`config.mk`:
```
export PLATFORM = sky130hd
export DESIGN_NAME = weight_store
export DESIGN_NICKNAME = d
export VERILOG_FILES = /design/src/hw/conv_pkg.sv /design/src/hw/weight_store.sv
export SDC_FILE = /design/constraint.sdc
export NUM_CORES = 1
export LEC_CHECK = 0
export BUFFER_PORTS_ARGS = -buffer_cell sky130_fd_sc_hd__buf_2
export CAP_MARGIN = 5
export CORE_UTILIZATION = 44
export DETAILED_ROUTE_END_ITERATION = 12
export PLACE_DENSITY = 0.72
export SLEW_MARGIN = 20
export SYNTH_ARGS = -nofsm -noshare
export SYNTH_HDL_FRONTEND = slang
export SYNTH_SLANG_ARGS = --single-unit
```
`constraint.sdc`:
```
create_clock -name clk -period 1.1 [get_ports clk]
set_clock_uncertainty 0.2 [all_clocks]
set_input_delay 0.11 -clock clk [delete_from_list [all_inputs] [get_ports clk]]
set_output_delay 0.11 -clock clk [all_outputs]
set_load 0.05 [all_outputs]
```
`src/hw/conv_pkg.sv`:
```
package conv_pkg;

    //////////////////////////////////////////////////
    // Datapath widths
    localparam int CHAN_W      = 8;
    localparam int NUM_CHANNEL = 3;
    localparam int NUM_KERNEL  = 4;
    localparam int PSUM_W      = 20;
    localparam int PIXEL_W     = CHAN_W * NUM_CHANNEL;
    localparam int WEIGHT_W    = PIXEL_W * NUM_KERNEL;
    localparam int LINE_LEN_W  = 16;
    localparam int APB_ADDR_W  = 4;
    localparam int APB_DATA_W  = 32;

    typedef logic [CHAN_W-1:0]     chan_t;
    // Channel c sits at byte c
    typedef logic [PIXEL_W-1:0]    pixel_t;
    // Kernel k, channel c sits at byte k*3+c
    typedef logic [WEIGHT_W-1:0]   weight_beat_t;
    typedef logic [PSUM_W-1:0]     psum_t;
    typedef logic [LINE_LEN_W-1:0] line_len_t;
    typedef logic [APB_ADDR_W-1:0] apb_addr_t;

    //////////////////////////////////////////////////
    // Register map
    localparam apb_addr_t REG_CTRL       = 4'h0;
    localparam apb_addr_t REG_LINE_LEN   = 4'h4;
    localparam apb_addr_t REG_LINE_COUNT = 4'h8;
    localparam apb_addr_t REG_STATUS     = 4'hC;

    typedef enum logic [1:0] {IDLE, LOAD_W, RUN, DONE} conv_state_e;

endpackage

```
`src/hw/weight_store.sv`:
```
module weight_store #(
    parameter int KERNEL_TAPS = 3
) (
    input  logic                                     clk,
    input  logic                                     rst,
    input  logic                                     i_load,
    input  conv_pkg::weight_beat_t                   i_weight,
    output conv_pkg::weight_beat_t [KERNEL_TAPS-1:0] o_weights
);
    import conv_pkg::*;

    weight_beat_t [KERNEL_TAPS-1:0] taps;

    //////////////////////////////////////////////////
    // Tap shift register
    // New beats enter at the top and move toward tap 0,
    // so the first beat of a load ends up in tap 0
    always_ff @(posedge clk) begin
        if (rst) begin
            taps <= '0;
        end else if (i_load) begin
            taps[KERNEL_TAPS-1] <= i_weight;
            for (int t = 0; t < KERNEL_TAPS - 1; t++) begin
                taps[t] <= taps[t+1];
            end
        end
    end

    // Held steady for the whole run
    assign o_weights = taps;

endmodule

```
## After elaboration in Yosys (flattened, before gate mapping)

Index checks and enable logic that the tools add are counted.

| word-level totals | value |
|---|---|
| register bits | 288 |
| input bits | 99 |
| output and inout bits | 288 |
| word-level logic and storage cells | 3 |

## Depth between registers and ports, before layout

| logic depth | value |
|---|---|
| depth in word-level cells | 0 |
| mapped depth | 5 |
| depth with buffers taken out | 2 |

## Worst setup path before layout

No wires, ideal clock.

| path | value |
|---|---|
| path kind | input -> register |
| from | in i_load |
| to | reg taps (netlist bit o_weights[74]) |
| setup time | 128 ps |
| data arrival time | 794 ps |
| data required time | 772 ps |
| path slack | -21 ps |
| cell stages on the path | 5 |
| buffers on the path | 3 |
| cells stage by stage | buf_4 -> buf_6 -> buf_6 -> mux2i_1 -> nor2_1 |

RTL lines:

| item | RTL line | RTL |
|---|---|---|
| start, declared | weight_store.sv:6 | `input logic i_load,` |
| end signal, assigned by index | weight_store.sv:22 | `taps[KERNEL_TAPS-1] <= i_weight;` |
| end signal, assigned by index | weight_store.sv:24 | `taps[t] <= taps[t+1];` |
| end, declared | weight_store.sv:12 | `weight_beat_t [KERNEL_TAPS-1:0] taps;` |

## Final worst setup path

| path | value |
|---|---|
| from | reg taps (netlist bit o_weights[266]) |
| to | out o_weights[266] (netlist name) |

RTL lines:

| item | RTL line | RTL |
|---|---|---|
| end, declared | weight_store.sv:8 | `output conv_pkg::weight_beat_t [KERNEL_TAPS-1:0] o_weights` |

No word-level cell between the ends.

==> results_dict.tcl <==
set metrics [dict create \
    status "finished, violations left" \
    violations "hold timing, setup timing" \
    syn_inst 928 \
    largest_register_ffs 288 \
    p_int_mw 19.0 \
    r2r-start "o_weights[281]" \
    drc 0 \
    synth_seq_area_share_pct 56.5 \
    ys_async_sr_fraction_pct 0 \
    grt_antenna_before_repair 2 \
    ios 387 \
    clk_path_buf_depth 3 \
    hold_path.class "input port to register" \
    slowest_stage "dfxtp_4" \
    utilization_pct 87.9 \
    antennaDiodeCount 0 \
    p_seq_share_pct 41.9 \
    layout-drive-gt1-share_pct 61.1 \
    cp.required_ps 790 \
    place_congestion 0.792 \
    port-buffer-count 386 \
    syn-num-nets 1027 \
    cellLeakagePower_nw 9.48 \
    synth_area_leader_cell "dfxtp_1" \
    synth_cell_type_count 8 \
    crit_type "register to output pin" \
    die-area_um2 23800 \
    synth.top_cell.area_share_pct 56.5 \
    relSlewSlack_pct 71.6 \
    p_clk_share_pct 37.5 \
    setup_viol 340 \
    path_buf_inv 1 \
    grt_pass1_vias 11200 \
    die_h_um 154 \
    drv_slew 0 \
    post_drt_wl_per_cell_um 25.8 \
    synth_area_um2 10200 \
    cts_tree "done" \
    num_rows 55 \
    area_delta_synth_final_pct 95.6 \
    reg2regPathDepth 3 \
    yosys_register_bits 288 \
    drt_iter0_markers 864 \
    synth-edff-count 0 \
    wirelength_um 50300 \
    min-delay-start "i_load" \
    period_share_pct 131 \
    ctsRootBufferMaster "clkbuf_16" \
    drtPass1Iterations 5 \
    netlist_top_cells_area "dfxtp_1 56%, mux2i_1 28%, nor2_1 11%" \
    finalWorstSetupSlack_ps -340 \
    fp.dieW_um 154 \
    track_usage_pct 34.1 \
    ys_top_cells_by_count "288 x dfxtp_1, 288 x mux2i_1, 288 x nor2_1, 25 x buf_6, 22 x buf_2" \
    arrival_ps 1130 \
    maxCapViolations 0 \
    cts_htree_levels 1 \
    cts-buffers-inserted 30 \
    cp_top_family "flip-flops" \
    placed_area_um2 12800 \
    clock-sinks 288 \
    p_switching_mw 7.89 \
    grt_overflow 0 \
    syn_avg_cell_area_um2 11.0 \
    whs_path_depth 3 \
    setup_tns_ps -78920 \
    r2r-end "o_weights[281]" \
    filler_cell_count 766 \
    rsz0062_at_grt "true" \
    grt_pass1_wl_um 63600 \
    critPathLaunchType "register" \
    max_freq_ghz 0.695 \
    crit_path_end_kind "output pin" \
    hold_violations 2 \
    clk_pin_slew_worst_paths_ps 70 \
    comb_power_share_pct 20.6 \
    crit_path_cell_trace "buf_8" \
    initial_core_util_pct 45.0 \
    nNetsFinal 1745 \
    cp_max_fo 2 \
    grt_max_degree 33 \
    post-route-min-period_ps 1440 \
    r2r_slack_ps -220 \
    vias 10900 \
    dpl.hpwl_um 17600 \
    hold_ws_ps -171 \
    vias_per_cell 5.57 \
    ir_worst_vdd_v 0.00107 \
    ys_warn_count 0 \
    power.share.switching_pct 29.4 \
    critPathLaunch "o_weights[266]" \
    fin_area_um2 20000 \
    slowest_delay_ps 410 \
    min_to "o_weights[3]" \
    coreArea_um2 22700 \
    postRouteAntennaNets 0 \
    clk_latency_ps 550 \
    dp_slack_ps -167 \
    synth-main-ff-cell "dfxtp_1" \
    hold_buffers 97 \
    powerDensity_nw_per_um2 1350 \
    worstMarginPinSlew_ps 418 \
]
## layout make-up
type | count | area, um2 | share of cell area (%)
repair buffers | 750 | 8240 | 41.2
flip-flops and latches | 288 | 6280 | 31.4
multi-input cells | 576 | 4170 | 20.9
clock buffers | 52 | 925 | 4.63
well taps | 285 | 357 | 1.79
clock inverters | 1 | 8.76 | 0.0439
## through the flow
stage	cells	total power [mW]
2_1_floorplan	928	13.9
3_3_place_gp	1577	14.7
3_5_place_dp	1577	14.7
4_1_cts	1899	25.8
5_1_grt	1952	27.5
6_report	1952	26.9
## placed cells by master (no fill, tap or decap), types with 20 or more instances in the layout
master and n:
nor2_1 271, mux2i_1 266, buf_4 228, clkbuf_16 36, buf_12 20, buf_2 96, dfxtp_2 227, dfxtp_4 61
buf_8 286, dlygate4sd3_1 96
## repair_timing
item / 4_1_cts / 5_1_grt
cloned: 0 / 5
gates resized for setup: 957 / 135
pin swaps: 0 / 20
hold endpoints to repair: 288 / 5
setup endpoints to repair: 288 / 370
setup buffers: 172 / 62
## logic make-up after synthesis
group / Yosys count / share of synthesized area, %
buf+inv: 64 / 4.72
flops: 288 / 56.5
mux: 288 / 28.2
simple gates: 288 / 10.6
## power by group through the flow
stage	Combinational, mW	Sequential, mW	Clock, mW
floorplan	1.15	12.7	0
detailed placement	3.32	11.4	0
global placement	3.29	11.4	0
CTS	4.83	11.2	9.73
global route	5.67	11.3	10.6
finish	5.55	11.3	10.1
## how the worst max path moves through the flow
| stage | endpoint | slack, ps | cells after the start |
|---|---|---|---|
| 2_1_floorplan | o_weights[74] | -9 | 4 |
| 3_3_place_gp | o_weights[156] | -120 | 4 |
| 3_5_place_dp | o_weights[171] | -170 | 4 |
| 4_1_cts | o_weights[100] | -290 | 1 |
| 5_1_grt | o_weights[266] | -380 | 1 |
| 6_report | o_weights[266] | -340 | 1 |
## routing by layer
layer / track usage (%) / part of all wire (%) / up-vias
li1: - / - / 4514
met1: 35.3 / 34 / 5245
met2: 62.0 / 49 / 832
met3: 8.91 / 10 / 278
met4: 19.9 / 7.6 / 2
met5: 0 / 0.024 / -
Note: power is estimated with default switching activity, not from simulation.
