--- config.mk ---
export PLATFORM = sky130hd
export DESIGN_NAME = conv_regs
export DESIGN_NICKNAME = d
export VERILOG_FILES = /design/src/hw/conv_pkg.sv /design/src/hw/conv_regs.sv
export SDC_FILE = /design/constraint.sdc
export NUM_CORES = 1
export LEC_CHECK = 0
export BUFFER_PORTS_ARGS = -buffer_cell sky130_fd_sc_hd__buf_4
export CAP_MARGIN = 20
export CORE_MARGIN = 8
export CORE_UTILIZATION = 39
export DETAILED_ROUTE_END_ITERATION = 10
export GPL_ROUTABILITY_DRIVEN = 0
export PLACE_DENSITY = 0.88
export SYNTH_ARGS = -nofsm -noshare
export SYNTH_HDL_FRONTEND = slang
export SYNTH_SLANG_ARGS = --single-unit
export TNS_END_PERCENT = 50
--- constraint.sdc ---
create_clock -name clk -period 1.24 [get_ports clk]
set_clock_uncertainty 0.05 [all_clocks]
set_input_delay 0.186 -clock clk [delete_from_list [all_inputs] [get_ports clk]]
set_output_delay 0.186 -clock clk [all_outputs]
set_load 0.02 [all_outputs]
--- src/hw/conv_pkg.sv ---
package conv_pkg;

    //////////////////////////////////////////////////
    // Datapath widths
    localparam int CHAN_W      = 8;
    localparam int NUM_CHANNEL = 3;
    localparam int NUM_KERNEL  = 4;
    localparam int PSUM_W      = 20;
    localparam int PIXEL_W     = CHAN_W * NUM_CHANNEL;
    localparam int WEIGHT_W    = PIXEL_W * NUM_KERNEL;
    localparam int LINE_LEN_W  = 16;
    localparam int APB_ADDR_W  = 4;
    localparam int APB_DATA_W  = 32;

    typedef logic [CHAN_W-1:0]     chan_t;
    // Channel c sits at byte c
    typedef logic [PIXEL_W-1:0]    pixel_t;
    // Kernel k, channel c sits at byte k*3+c
    typedef logic [WEIGHT_W-1:0]   weight_beat_t;
    typedef logic [PSUM_W-1:0]     psum_t;
    typedef logic [LINE_LEN_W-1:0] line_len_t;
    typedef logic [APB_ADDR_W-1:0] apb_addr_t;

    //////////////////////////////////////////////////
    // Register map
    localparam apb_addr_t REG_CTRL       = 4'h0;
    localparam apb_addr_t REG_LINE_LEN   = 4'h4;
    localparam apb_addr_t REG_LINE_COUNT = 4'h8;
    localparam apb_addr_t REG_STATUS     = 4'hC;

    typedef enum logic [1:0] {IDLE, LOAD_W, RUN, DONE} conv_state_e;

endpackage

--- src/hw/conv_regs.sv ---
module conv_regs (
    input  logic                            clk,
    input  logic                            rst,
    input  logic                            i_psel,
    input  logic                            i_penable,
    input  logic                            i_pwrite,
    input  conv_pkg::apb_addr_t             i_paddr,
    input  logic [conv_pkg::APB_DATA_W-1:0] i_pwdata,
    output logic [conv_pkg::APB_DATA_W-1:0] o_prdata,
    output logic                            o_pready,
    output logic                            o_pslverr,
    input  logic                            i_busy,
    input  logic                            i_done,
    output logic                            o_start,
    output conv_pkg::line_len_t             o_line_len,
    output conv_pkg::line_len_t             o_line_count
);
    import conv_pkg::*;

    logic access;
    logic wr_en;
    logic addr_hit;

    // Access phase of any transfer
    assign access = i_psel & i_penable;
    assign wr_en  = access & i_pwrite;

    always_comb begin
        case (i_paddr)
            REG_CTRL, REG_LINE_LEN, REG_LINE_COUNT, REG_STATUS: addr_hit = 1'b1;
            default: addr_hit = 1'b0;
        endcase
    end

    // No wait states
    assign o_pready  = 1'b1;
    assign o_pslverr = access & ~addr_hit;

    //////////////////////////////////////////////////
    // Configuration registers
    always_ff @(posedge clk) begin
        if (rst) begin
            o_line_len   <= '0;
            o_line_count <= '0;
        end else if (wr_en) begin
            if (i_paddr == REG_LINE_LEN) begin
                o_line_len <= line_len_t'(i_pwdata);
            end
            if (i_paddr == REG_LINE_COUNT) begin
                o_line_count <= line_len_t'(i_pwdata);
            end
        end
    end

    // Start pulse, dropped while a run is going
    always_ff @(posedge clk) begin
        if (rst) begin
            o_start <= 1'b0;
        end else begin
            o_start <= wr_en & (i_paddr == REG_CTRL) & i_pwdata[0] & ~i_busy;
        end
    end

    // Read mux, CTRL reads back as zero
    always_comb begin
        case (i_paddr)
            REG_LINE_LEN:   o_prdata = APB_DATA_W'(o_line_len);
            REG_LINE_COUNT: o_prdata = APB_DATA_W'(o_line_count);
            REG_STATUS:     o_prdata = APB_DATA_W'({i_busy, i_done});
            default:        o_prdata = '0;
        endcase
    end

endmodule

# After elaboration in Yosys (flattened, before gate mapping)
# Index checks and enable logic that the tools add are counted.
# word_totals
reg_bits	33
input_bits	43
output_inout_bits	67
elab_cells	20
# classes
n_eq_ne	3
n_mux	2
bitwise	8
n_reduce_logical	4
# ops
operator	count
$pmux W16 S3	1
$eq A4 B4 Y1 const B	2
$and A1 B1 Y1	6
$eq A4 B3 Y1 const B	1
$logic_not A4 Y1	1
$reduce_and A2 Y1	2
$reduce_or A4 Y1	1
$not A1 Y1	2
$mux W1	1

# Logic depth before layout (Yosys ltp)
# logic_depth
word_depth	5
mapped_depth	5
ltp_nobuf	3

# Worst setup path after synthesis
# OpenSTA, ideal clock, no wires.
# synth_path
path_kind	input to output
start	in i_paddr[1]
end	out o_prdata[11] (netlist bit)
arrival_time_ns	1.207
required_time_ns	1.004
setup_slack_ns	-0.203
stages	3
path_buffers	1
cell_sequence	nor4b_4 -> clkbuf_1 -> a22o_1
# synth_between
elab_chain_len	2
word_cells_on_any_way	4
classes_between	eq/ne (3); mux (1)
# synth_lines
element	line_no	rtl
start: declaration	conv_regs.sv:7	input conv_pkg::apb_addr_t i_paddr,
$eq A4 B4 Y1 / $eq A4 B3 Y1 (equally long branches)	conv_regs.sv:66	case (i_paddr)
$pmux W16 S3 (*)	conv_regs.sv:66	
end: declaration	conv_regs.sv:9	output logic [conv_pkg::APB_DATA_W-1:0] o_prdata,
# Every way passes the cells marked *; elsewhere a longest branch is shown, timed or not.

# Final worst setup path
# layout_path
start	reg o_line_len[1]
end	out o_prdata[1] (netlist bit)
# layout_between
elab_chain_len	1
# layout_lines
element	line_no	rtl
start: declaration	conv_regs.sv:15	output conv_pkg::line_len_t o_line_len,
start signal: assignment	conv_regs.sv:47	o_line_len <= line_len_t'(i_pwdata);
$pmux W16 S3	conv_regs.sv:66	
# No other way between the ends.

==> qor.yml <==
die:
  num_rows: 24
  fp.dieH_um: 83.5
  start_util: 0.406
  die_w_um: 83.5
  io_pins: 110
  coreArea_um2: 4380
  dieArea_um2: 6980
synth:
  synthTopCellsByArea: "dfxtp_1 37%, mux2i_1 18%, nand2b_1 17%"
  yosysTopAreaCellShare: 0.371
  netlist_area_um2: 1780
  synth_area_leader_cell: "dfxtp_1"
  syn_avg_cell_area_um2: 10.2
  synth_fa_ha_area_frac: 0
  syn_inst: 175
  synth-simple-area-share: 0.243
  synth.mux.area_fraction: 0.193
  yosys_warnings: 0
  synth-xor-area-share: 0
  synth_compound_area_frac: 0.0830
  yosysSeqAreaShare: 0.371
  ys_ff_latch: 33
  synth_cell_type_count: 21
  synth_top_family_by_area: "simple AND/OR/NAND/NOR gates"
timing:
  finalSetupViolCount: 16
  holdWs_ps: 139
  hold_violations: 0
  period_share: 1.18
  fin_ws_ps: -225
  min_period_ps: 1470
  setup_tns_ps: -2530
  fmax_mhz: 682
  report.final.slew_viol_count: 0
  rsz0062_at_grt: "yes"
finish:
  multi_input_area_um2: 1090
  num_antenna_cells: 0
  drive_gt1_frac: 0.448
  post-route-util: 0.620
  nets: 303
  fin_area_um2: 2720
  syn_to_final_growth_pct: 52.7
  n_fill_cell: 377
  regArea_um2: 663
drt:
  drc: 0
  wirelength_um: 5170
  wl_per_cell_um: 16.5
  dr.pass1.iters: 4
  viasPerCell: 4.82
  ant_nets: 0
  drtIter0Drc: 62
  num_vias: 1508
run_status:
  status: "finished with violations"
  violations: "setup timing"
clocking:
  cts_tree: "done"
  numClockSinks: 33
  cts-root-buf: "clkbuf_8"
  clkLatencyLatePin_ps: 270
  cts_hold_buf: 0
  clockBufferDepth: 2
  cts_buffers: 5
  path_clk_slew_ps: 60
  cts.htree.levels: 2
critical_path:
  worst_setup_path_end_kind: "output port"
  crit_arrival_ps: 1230
  critPathMaxFanout: 3
  cpLargestDelayFamily: "flip-flops"
  crit_buf_inv: 1
  max_stage_delay_ps: 330
  crit_required_ps: 1000
  cp-start-kind: "register"
  path_cells: "mux2_2 > a22oi_2 > nor3_2 > buf_4"
  critPathKind: "register to output port"
  slowest_stage: "dfxtp_2"
power_and_ir_drop:
  max-vdd-ir-drop_mv: 0.632
  p_leak_nw: 1.31
  powerDensity_nw_per_um2: 779
placement:
  dpl_worst_slack_ps: -229
  hpwl_um: 3910
  place_area_um2: 2510
  portBuffers: 76
global_routing:
  antenna_found_initial: 0
  grt_max_degree: 50
  grt.overflow.total: 0
  global_route.usage.total: 0.141
  grt_pass1_vias: 1627
  grt_pass1_wl_um: 8250
run:
  drv_cap: 0
worst_hold_path:
  min_path_type: "input port to register"
==> synthesized netlist by cell type (all sizes together) <==
cell / n
dfxtp: 33
nand2b: 48
nor4: 1
nor2: 2
nand4: 2
mux2i: 32
nor4b: 2
nor3: 2
nand3: 2
mux2: 2
clkbuf: 7
conb: 2
a22oi: 2
a22o: 14
nor2b: 1
o211a: 1
and4: 2
buf: 20
==> per-layer routing <==
layer / vias up / track usage / share of wire
li1: 743 / - / -
met1: 705 / 0.148 / 0.40
met2: 56 / 0.255 / 0.52
met3: 4 / 0.0557 / 0.075
met4: 0 / 0.0330 / 0.0060
met5: - / 0 / 0
==> per-stage QoR <==
stage	std cells	power [mW]
floorplan	190	1.28
global placement	303	1.36
detailed placement	303	1.37
CTS	312	2.13
global route	313	2.21
finish	313	2.12
==> flip-flops by register name, indices dropped and copies added (netlist names) <==
| signal | cells |
|---|---|
| o_start | 1 |
| o_line_count | 16 |
| o_line_len | 16 |
==> logic make-up after synthesis <==
| family | count (synthesis) |
|---|---|
| simple gates | 62 |
| mux | 34 |
| compound gates | 17 |
| buf+inv | 27 |
| other cells | 2 |
| flops | 33 |
==> what timing repair did <==
| action | 4_1_cts | 5_1_grt |
|---|---|---|
| setup endpoints to repair | 16 | 26 |
| gates resized for setup | 22 | 4 |
| pin swaps | 2 | 3 |
| cloned | 0 | 1 |
| setup buffers | 1 | 0 |
==> final timing paths <==
check	start	endpoint	slack, ps	depth (start not counted)
worst max-delay path	o_line_len[1]	o_prdata[1]	-230	4
worst min register to register	o_line_len[1]	o_line_len[1]	450	2
worst max register to register	o_line_len[2]	o_line_len[2]	500	2
worst min-delay path	i_pwdata[0]	o_start	140	3
==> power breakdown <==
group	switching [mW]	internal, mW	leakage [nW]	total, mW
clock	0.356	0.399	0.0395	0.755
sequential	0.00402	1.06	0.267	1.07
combinational	0.157	0.137	1.00	0.293
==> cell type report <==
class / instances / area share
clock buffers: 8 / 0.0295
repair buffers: 90 / 0.300
well taps: 52 / 0.0239
multi-input cells: 130 / 0.403
flip-flops and latches: 33 / 0.244
==> cell usage in the layout (no fill, tap or decap) <==
master / synthesis / routed
buf_4: 18 / 66
nand2b_1: 48 / 48
mux2i_1: 32 / 32
dfxtp_1: 33 / 31
buf_6: 1 / 19
conb_1: 2 / 17
a22o_4: 0 / 9
a22o_1: 14 / 5
clkbuf_8: 0 / 5
buf_12: 0 / 4
clkbuf_1: 7 / 3
a22oi_2: 0 / 2
nor3_2: 0 / 2
nor4b_4: 2 / 2
and4_4: 0 / 2
nand3_1: 2 / 2
nor2_1: 2 / 2
dfxtp_2: 0 / 2
nor2b_1: 1 / 1
mux2_2: 2 / 1
mux2_4: 0 / 1
o211a_1: 1 / 1
nand4_4: 1 / 1
nand4_1: 1 / 1
nor4_1: 1 / 1
clkbuf_16: 0 / 1
==> worst min-delay path, cell delays in order <==
cell and delay, ps:
buf_4 110, nand3_1 70, nor2_1 50
(Power assumes the default switching activity.)
