**config.mk**
```make
export PLATFORM = sky130hd
export DESIGN_NAME = pixel_window
export DESIGN_NICKNAME = d
export VERILOG_FILES = /design/src/hw/conv_pkg.sv /design/src/hw/pixel_window.sv
export SDC_FILE = /design/constraint.sdc
export NUM_CORES = 1
export LEC_CHECK = 0
export ABC_AREA = 1
export BUFFER_PORTS_ARGS = -buffer_cell sky130_fd_sc_hd__buf_4
export CORE_UTILIZATION = 48
export CTS_CLUSTER_SIZE = 16
export DETAILED_ROUTE_END_ITERATION = 16
export GPL_TIMING_DRIVEN = 0
export PLACE_DENSITY = 0.82
export SLEW_MARGIN = 0
export SYNTH_ARGS = -nofsm -noshare
export SYNTH_HDL_FRONTEND = slang
export SYNTH_SLANG_ARGS = --single-unit
```
**constraint.sdc**
```tcl
create_clock -name clk -period 1.4 [get_ports clk]
set_clock_uncertainty 0.15 [all_clocks]
set_input_delay 0.07 -clock clk [delete_from_list [all_inputs] [get_ports clk]]
set_output_delay 0.07 -clock clk [all_outputs]
set_load 0.005 [all_outputs]
```
**src/hw/conv_pkg.sv**
```systemverilog
package conv_pkg;

    //////////////////////////////////////////////////
    // Datapath widths
    localparam int CHAN_W      = 8;
    localparam int NUM_CHANNEL = 3;
    localparam int NUM_KERNEL  = 4;
    localparam int PSUM_W      = 20;
    localparam int PIXEL_W     = CHAN_W * NUM_CHANNEL;
    localparam int WEIGHT_W    = PIXEL_W * NUM_KERNEL;
    localparam int LINE_LEN_W  = 16;
    localparam int APB_ADDR_W  = 4;
    localparam int APB_DATA_W  = 32;

    typedef logic [CHAN_W-1:0]     chan_t;
    // Channel c sits at byte c
    typedef logic [PIXEL_W-1:0]    pixel_t;
    // Kernel k, channel c sits at byte k*3+c
    typedef logic [WEIGHT_W-1:0]   weight_beat_t;
    typedef logic [PSUM_W-1:0]     psum_t;
    typedef logic [LINE_LEN_W-1:0] line_len_t;
    typedef logic [APB_ADDR_W-1:0] apb_addr_t;

    //////////////////////////////////////////////////
    // Register map
    localparam apb_addr_t REG_CTRL       = 4'h0;
    localparam apb_addr_t REG_LINE_LEN   = 4'h4;
    localparam apb_addr_t REG_LINE_COUNT = 4'h8;
    localparam apb_addr_t REG_STATUS     = 4'hC;

    typedef enum logic [1:0] {IDLE, LOAD_W, RUN, DONE} conv_state_e;

endpackage

```
**src/hw/pixel_window.sv**
```systemverilog
module pixel_window #(
    parameter int KERNEL_TAPS = 3
) (
    input  logic                               clk,
    input  logic                               rst,
    input  logic                               i_shift,
    input  logic                               i_emit,
    input  logic                               i_last,
    input  conv_pkg::pixel_t                   i_data,
    output conv_pkg::pixel_t [KERNEL_TAPS-1:0] o_window,
    output logic                               o_win_val,
    output logic                               o_win_last
);
    import conv_pkg::*;

    pixel_t [KERNEL_TAPS-1:0] win;

    //////////////////////////////////////////////////
    // Sliding window, tap 0 is the oldest pixel
    always_ff @(posedge clk) begin
        if (i_shift) begin
            win[KERNEL_TAPS-1] <= i_data;
            for (int t = 0; t < KERNEL_TAPS - 1; t++) begin
                win[t] <= win[t+1];
            end
        end
    end

    assign o_window = win;

    // Flags line up with the window they describe
    always_ff @(posedge clk) begin
        if (rst) begin
            o_win_val  <= 1'b0;
            o_win_last <= 1'b0;
        end else begin
            // Partially filled windows never reach the MACs
            o_win_val  <= i_shift & i_emit;
            o_win_last <= i_shift & i_emit & i_last;
        end
    end

endmodule

```
=== Word level (Yosys, flattened, before mapping) ===
Cells that the tools add are included.

* Bitwise logic cells: 2

{| class="wikitable"
|+ Operator list
! cell !! number
|-
| 1-bit AND || 2
|}

* Register bits: 74
* Input port bits: 29
* Output and inout bits: 74

=== Logic depth before layout (Yosys ltp) ===
Gate-level depths: netlist (run 1).

* Depth in word-level cells: 2
* Gate-level depth with buffers: 2
* Gate-level depth less buffers: 2

=== Least setup slack after synthesis (run 1) ===
No wires, ideal clock.

* Kind: register -> register
* Start point: register win, in the netlist o_window[24]
* End point: register win, in the netlist o_window[0], data pin
* Library setup time: 278 ps
* Arrival time: 369 ps
* Data required time: 972 ps
* Slack: 602 ps
* Stages on the path, launching flop included: 1
* Buffers on the path: 0
* Period minus slack after synthesis: 798 ps
* Cells stage by stage: edfxtp_1

{| class="wikitable"
|+ RTL lines
! element !! RTL line !! text
|-
| from (decl) || pixel_window.sv:16 || <nowiki>pixel_t [KERNEL_TAPS-1:0] win;</nowiki>
|-
| from (signal, indexed assignment) || pixel_window.sv:22 || <nowiki>win[KERNEL_TAPS-1] <= i_data;</nowiki>
|-
| from (signal, indexed assignment) || pixel_window.sv:24 || <nowiki>win[t] <= win[t+1];</nowiki>
|}

No word-level cell between the ends.

=== Worst setup path in the final report (run 1) ===
* Start point: register win, in the netlist o_window[46]
* End point: output port o_window[46] in the netlist's numbering

{| class="wikitable"
|+ RTL lines
! element !! RTL line !! text
|-
| to (decl) || pixel_window.sv:10 || <nowiki>output conv_pkg::pixel_t [KERNEL_TAPS-1:0] o_window,</nowiki>
|}

No word-level cell between the ends.

==> flow_summary_export.csv, run 1 <==
group,metric,value,unit
setup_path,cp_slowest_stage_delay,430,ps
sta,slew_headroom,42.0,%
setup_path,path_buf_inv,1,
synth,synthesis.nets,107,
pwr,power_density,1330,nW/um^2
cts,clk_path_buf_depth,2,
place,routabilityCongestion,0.664,
synth,synth_warnings,0,
pwr,switching_share,19.8,%
synth,synth_edf_count,72,
global_routing,grt-ovfl-total,0,
place,place_inst,232,
cts,clk_latency,330,ps
synth,synthArstFlopShare,0,%
setup_path,critPathTopFamily,"flip-flops",
status,status,"complete, no violations",
cts,clock_sinks,74,
cts,cts_tree,"built",
place,pre_cts_slack,96.9,ps
synth,avgSynthCellArea,28.4,um^2
sta,period_minus_slack,1140,ps
global_routing,grt_pass1_wl,6860,um
pwr,irDropWorstVdd,0.791,mV
synth,synth_top_area_share,97.5,%
global_routing,grt_max_degree,75,
routing,dr.pass1.iters,4,
sta,slew_viol_final,0,
setup_path,required,1180,ps
floorplan,dieArea,4900,um^2
cts,cts_root_buf,"clkbuf_8",
floorplan,ios,103,
pwr,power_frac_seq,57.5,%
setup_path,worstPathArrival,920,ps
sta,rsz0062_at_grt,"false",
cells_and_area,post_route_cells_drive_above_1_share,51.6,%
synth,synth.largest_area_cell,"edfxtp_1",
synth,synth_seq_cells,74,
place,port_buffers,102,
sta,fin_tns_setup,0,ps
synth,synth.most_common_cell,"edfxtp_1",
floorplan,die_y,70.0,um
pwr,p_sw,922,uW
routing,drcViolationCount,0,
cts,clkTransAtPathRegs,70,ps
setup_path,crit_chain,"buf_4",
setup_path,slowest_stage,"edfxtp_1",
routing,wl_per_cell,16.8,um
setup_path,critPathLaunchType,"register",
setup_path,critPathKind,"register to output pin",
floorplan,row_count,24,
cts,post-cts-setup-buffers,0,
cells_and_area,synthToLayoutAreaGrowth,58.1,%
synth,synth.cell_area,2220,um^2
global_routing,grt_pass1_vias,1312,
routing,drtAntennaViolNets,0,
sta,fin_ws,256,ps
pwr,comb_power_share,8.6,%
global_routing,antenna_found_initial,0,
routing,via_per_inst,4.70,
pwr,p_int,3.74,mW
floorplan,die_w,70.0,um
pwr,clock_power_share,33.8,%
synth,synthFlopType,"edfxtp_1",
floorplan,start_util,50.6,%
synth,yosysSeqAreaShare,99.3,%
cells_and_area,antenna_cells,0,
cells_and_area,utilization,80.0,%
synth,synth_area_leaders,"edfxtp_1, dfxtp_1, nor2_1",
setup_path,critPathCaptureType,"output pin",
global_routing,track_usage,19.7,%
sta,tightest_slew,871,ps
cells_and_area,nets,247,
cts,cts-buffers-inserted,9,
min_path,hold_class,"primary input to register",
routing,via_count,1292,
synth,synth_cell_types,5,
sta,setup_viol,0,
sta,hold_viol,0,
cells_and_area,instances_no_fill,275,
routing,first_iter_violations,65,
run,cap_viol_max_count,0,
synth,synth_common_cells,"edfxtp_1, dfxtp_1, nor2_1",
pwr,p_leak,1.43,nW
synth,synthCells,78,
sta,post-route-period-util,81.7,%
setup_path,critical_path.max_fanout,2,
floorplan,core_area,4380,um^2
cts,cts-htree-levels,3,
routing,wirelength,4630,um
sta,fmax,874,MHz
==> worst paths after layout <==
path,slack (ps),to,startpoint,depth (start not counted)
setup / recovery,260,o_window[46],o_window[46]$_DFFE_PP_,1
setup reg to reg,540,o_window[22]$_DFFE_PP_,o_window[46]$_DFFE_PP_,0
hold / removal,220,o_win_val$_SDFF_PP0_,i_shift,3
hold reg to reg,300,o_window[6]$_DFFE_PP_,o_window[30]$_DFFE_PP_,0
==> cell families (layout without fill, tap and decap cells) <==
group | after synthesis | after routing | synth area share, %
buffers and inverters | 0 | 145 | 0
flip-flops | 74 | 74 | 99.3
AND/OR/NAND/NOR | 4 | 4 | 0.733
==> metal layers <==
layer	track usage, %	wire length (um)	share of wire (%)	up-vias
met1	19.5	1590	34	627
met3	6.64	276	6.0	13
met5	0	0	0	-
met2	35.9	2620	57	61
met4	10.4	141	3.0	0
li1	-	-	-	591
==> flip-flops by register name (all words and copies together) (netlist names) <==
| register | cells |
|---|---|
| o_window | 72 |
| o_win_val | 1 |
| o_win_last | 1 |
==> metrics by stage <==
stage	cell area [um^2]	power (mW)	hold WS, ps
finish	3510	4.66	224
global route	3510	4.84	255
CTS	3510	4.69	212
detailed placement	3050	3.07	93.7
global placement	3050	3.05	89.3
floorplan	2220	2.73	-8.49
==> cell type report <==
cell class / count / area, um^2
sequential: 74 / 2200
clock buffer: 13 / 149
tap: 52 / 65.1
multi-input combinational: 4 / 16.3
timing repair buffer: 129 / 1040
clock inverter: 3 / 40.0
fill: 234 / 876
==> worst min-delay path, stage by stage <==
cell,delay [ps]
buf_4,370
nand2_1,170
nor2_1,30
==> what timing repair did <==
action / in CTS / in global routing
hold buffers: 27 / 0
endpoints found under the hold margin: 26 / 0
gates resized for setup: 0 / 0
==> power by group through the flow <==
stage | sequential (mW) | clock (mW) | combinational (mW)
final | 2.68 | 1.58 | 0.402
after global routing | 2.70 | 1.72 | 0.424
after CTS | 2.68 | 1.60 | 0.404
after detailed placement | 2.73 | 0 | 0.341
after global placement | 2.72 | 0 | 0.330
after floorplan | 2.73 | 0 | 0.00188
==> cells in the final DEF, fill, tap and decap left out <==
master / Yosys / layout
clkbuf_1: 0 / 3
dfxtp_1: 2 / 2
nand2_1: 1 / 1
clkbuf_8: 0 / 10
dlygate4sd3_1: 0 / 27
bufinv_16: 0 / 1
nor2_1: 2 / 2
buf_4: 0 / 102
edfxtp_1: 72 / 72
clkinv_2: 0 / 2
nand3_1: 1 / 1
No activity file was read; power rests on OpenSTA's default activity.
==> inputs of run 2 (changes only) <==
--- a/config.mk
+++ b/config.mk
@@ -5,13 +5,13 @@
 export SDC_FILE = /design/constraint.sdc
 export NUM_CORES = 1
 export LEC_CHECK = 0
-export ABC_AREA = 1
+export ABC_AREA = 0
 export BUFFER_PORTS_ARGS = -buffer_cell sky130_fd_sc_hd__buf_4
-export CORE_UTILIZATION = 48
+export CORE_UTILIZATION = 41
 export CTS_CLUSTER_SIZE = 16
 export DETAILED_ROUTE_END_ITERATION = 16
 export GPL_TIMING_DRIVEN = 0
-export PLACE_DENSITY = 0.82
+export PLACE_DENSITY = 0.74
 export SLEW_MARGIN = 0
 export SYNTH_ARGS = -nofsm -noshare
 export SYNTH_HDL_FRONTEND = slang
==> constraint.sdc (replaced) <==
create_clock -name clk -period 1 [get_ports clk]
set_clock_uncertainty 0.15 [all_clocks]
set_input_delay 0.05 -clock clk [delete_from_list [all_inputs] [get_ports clk]]
set_output_delay 0.05 -clock clk [all_outputs]
set_load 0.005 [all_outputs]
==> flow_summary_export.csv, run 2 <==
group,metric,value,unit
status,status,"finished, violations left",
status,violations,"setup timing",
cells_and_area,nFillCells,295,
synth,synth_seq_cells,74,
routing,wirelength,4860,um
setup_path,rr_worst_depth,2,
setup_path,r2r_start,"o_window[33]$_DFFE_PP_",
cells_and_area,nets,275,
synth,synthCells,76,
place,routabilityCongestion,0.636,
sta,slew_headroom,57.0,%
sta,hold_viol,0,
global_routing,grt_max_degree,75,
setup_path,path_buf_inv,1,
synth,synth_area_leaders,"edfxtp_1, dfxtp_1, and3b_2",
setup_path,cp_num_cells,1,
synth,synth.largest_area_cell,"edfxtp_1",
sta,fin_tns_setup,-5020,ps
routing,dr.pass1.iters,4,
floorplan,ios,103,
place,port_buffers,102,
synth,avgSynthCellArea,29.2,um^2
cells_and_area,final_common_cell,"buf_4",
sta,period_minus_slack,1110,ps
cts,clk_latency,320,ps
cells_and_area,instances_no_fill,320,
cts,cts_root_buf,"clkbuf_8",
setup_path,crit_end,"o_window[34]",
setup_path,critPathLaunchType,"register",
synth,synth_common_cells,"edfxtp_1, dfxtp_1, and3b_2, and4b_1",
cells_and_area,largest_reg_flops,72,
cts,cts-buffers-inserted,9,
routing,via_per_inst,4.29,
pwr,switching_share,19.9,%
synth,synth_cell_types,4,
cells_and_area,antenna_cells,0,
setup_path,required,800,ps
min_path,hold_class,"primary input to register",
floorplan,dieArea,5720,um^2
pwr,comb_power_share,11.4,%
place,place_inst,248,
pwr,irDropWorstVdd,1.20,mV
setup_path,worstPathArrival,910,ps
synth,synthFlopType,"edfxtp_1",
sta,fmax,899,MHz
cells_and_area,final_cell_mix,"buf_4, edfxtp_1, buf_6",
sta,post-route-period-util,111,%
cts,clk_path_buf_depth,2,
pwr,power_frac_seq,56.7,%
sta,fin_ws,-112,ps
routing,via_count,1374,
setup_path,critPathKind,"register to output pin",
global_routing,grt-ovfl-total,0,
routing,first_iter_violations,46,
routing,drtAntennaViolNets,0,
pwr,p_int,5.34,mW
sta,setup_viol,80,
run,cap_viol_max_count,0,
global_routing,track_usage,15.4,%
pwr,p_sw,1.33,mW
global_routing,antenna_found_initial,0,
setup_path,critPathCaptureType,"output pin",
synth,synth_warnings,0,
setup_path,cp-startpoint,"o_window[34]$_DFFE_PP_",
cells_and_area,synthToLayoutAreaGrowth,77.0,%
pwr,power_density,1690,nW/um^2
floorplan,die_w,75.6,um
synth,synth.most_common_cell,"edfxtp_1",
synth,synthArstFlopShare,0,%
sta,tightest_slew,645,ps
cts,clock_sinks,74,
place,pre_cts_slack,-284,ps
global_routing,grt_pass1_vias,1302,
synth,synth.cell_area,2220,um^2
sta,rsz0062_at_grt,"true",
synth,synth_edf_count,72,
pwr,clock_power_share,31.9,%
floorplan,die_y,75.6,um
cells_and_area,postLayoutCellArea,3930,um^2
synth,yosysSeqAreaShare,99.1,%
setup_path,slowest_stage,"edfxtp_1",
sta,hold-worst-slack,72.2,ps
synth,synth_top_area_share,97.3,%
setup_path,r2r_setup_slack,-60,ps
cts,clkTransAtPathRegs,70,ps
setup_path,critical_path.max_fanout,2,
setup_path,cp_slowest_stage_delay,420,ps
synth,synthesis.nets,105,
sta,slew_viol_final,0,
cells_and_area,post_route_cells_drive_above_1_share,58.4,%
cts,cts-htree-levels,3,
setup_path,critPathTopFamily,"flip-flops",
pwr,p_leak,1.63,nW
floorplan,start_util,43.0,%
floorplan,core_area,5170,um^2
global_routing,grt_pass1_wl,6040,um
routing,wl_per_cell,15.2,um
cts,cts_tree,"built",
floorplan,row_count,26,
routing,drcViolationCount,0,
setup_path,crit_chain,"buf_4",
setup_path,reg2reg_to,"o_window[9]$_DFFE_PP_",
place,dpl-instance-area,3080,um^2
run 2: cell count changes after synthesis:
cell     change
and3b_2      +1
and4b_1      +1
nand2_1      -1
nor2_1       -2
nand3_1      -1
run 2: power groups by stage:
stage,Combinational (mW),Clock [mW],Sequential [mW]
final,0.762,2.12,3.78
after global routing,0.819,2.29,3.80
after CTS,0.635,2.15,3.75
after detailed placement,0.470,0,3.82
after global placement,0.462,0,3.80
after floorplan,0.00284,0,3.82
run 2: worst min-delay path by stage:
stage,endpoint,depth (start not counted),from,slack [ps]
floorplan,o_window[48]$_DFFE_PP_,0,i_data[0],-1
CTS,o_window[10]$_DFFE_PP_,1,i_shift,230
detailed placement,o_window[62]$_DFFE_PP_,1,i_data[14],80
global route,o_window[14]$_DFFE_PP_,1,i_shift,90
finish,o_window[4]$_DFFE_PP_,1,i_shift,70
global placement,o_window[59]$_DFFE_PP_,1,i_data[11],80
run 2: cell type report:
type | count | area, um^2 | share of cell area, %
multi-input cells | 2 | 20.0 | 0.509
clock buffers | 12 | 135 | 3.44
well taps | 70 | 87.6 | 2.23
clock inverters | 3 | 42.5 | 1.08
repair buffers | 159 | 1450 | 36.7
flip-flops and latches | 74 | 2200 | 56.0
run 2: layer usage:
layer	global-route usage, %	up-vias	share of wire [%]
met2	28.7	70	56
met3	5.03	10	6.1
li1	-	646	-
met1	15.4	648	36
met4	7.41	0	2.0
met5	0	-	0
run 2: stage by stage:
stage | total power [mW] | util [%]
after floorplan | 3.83 | -
after global placement | 4.26 | 59.5
after detailed placement | 4.29 | 59.5
after CTS | 6.54 | 71.0
after global routing | 6.91 | 76.1
final | 6.67 | 76.1
run 2: timing repair:
item | in CTS | in global routing
hold buffers | 27 | 0
cloned | 0 | 0
pin swaps | 0 | 0
endpoints found under the hold margin | 26 | 0
setup endpoints to repair | 72 | 91
resized for setup | 8 | 42
setup buffers | 16 | 14
run 2: cell families (layout without fill, tap and decap cells):
kind of cell / after synthesis / in the layout / share of synthesized area [%]
AND/OR/NAND/NOR: 2 / 2 / 0.901
buffers and inverters: 0 / 174 / 0
flip-flops: 74 / 74 / 99.1
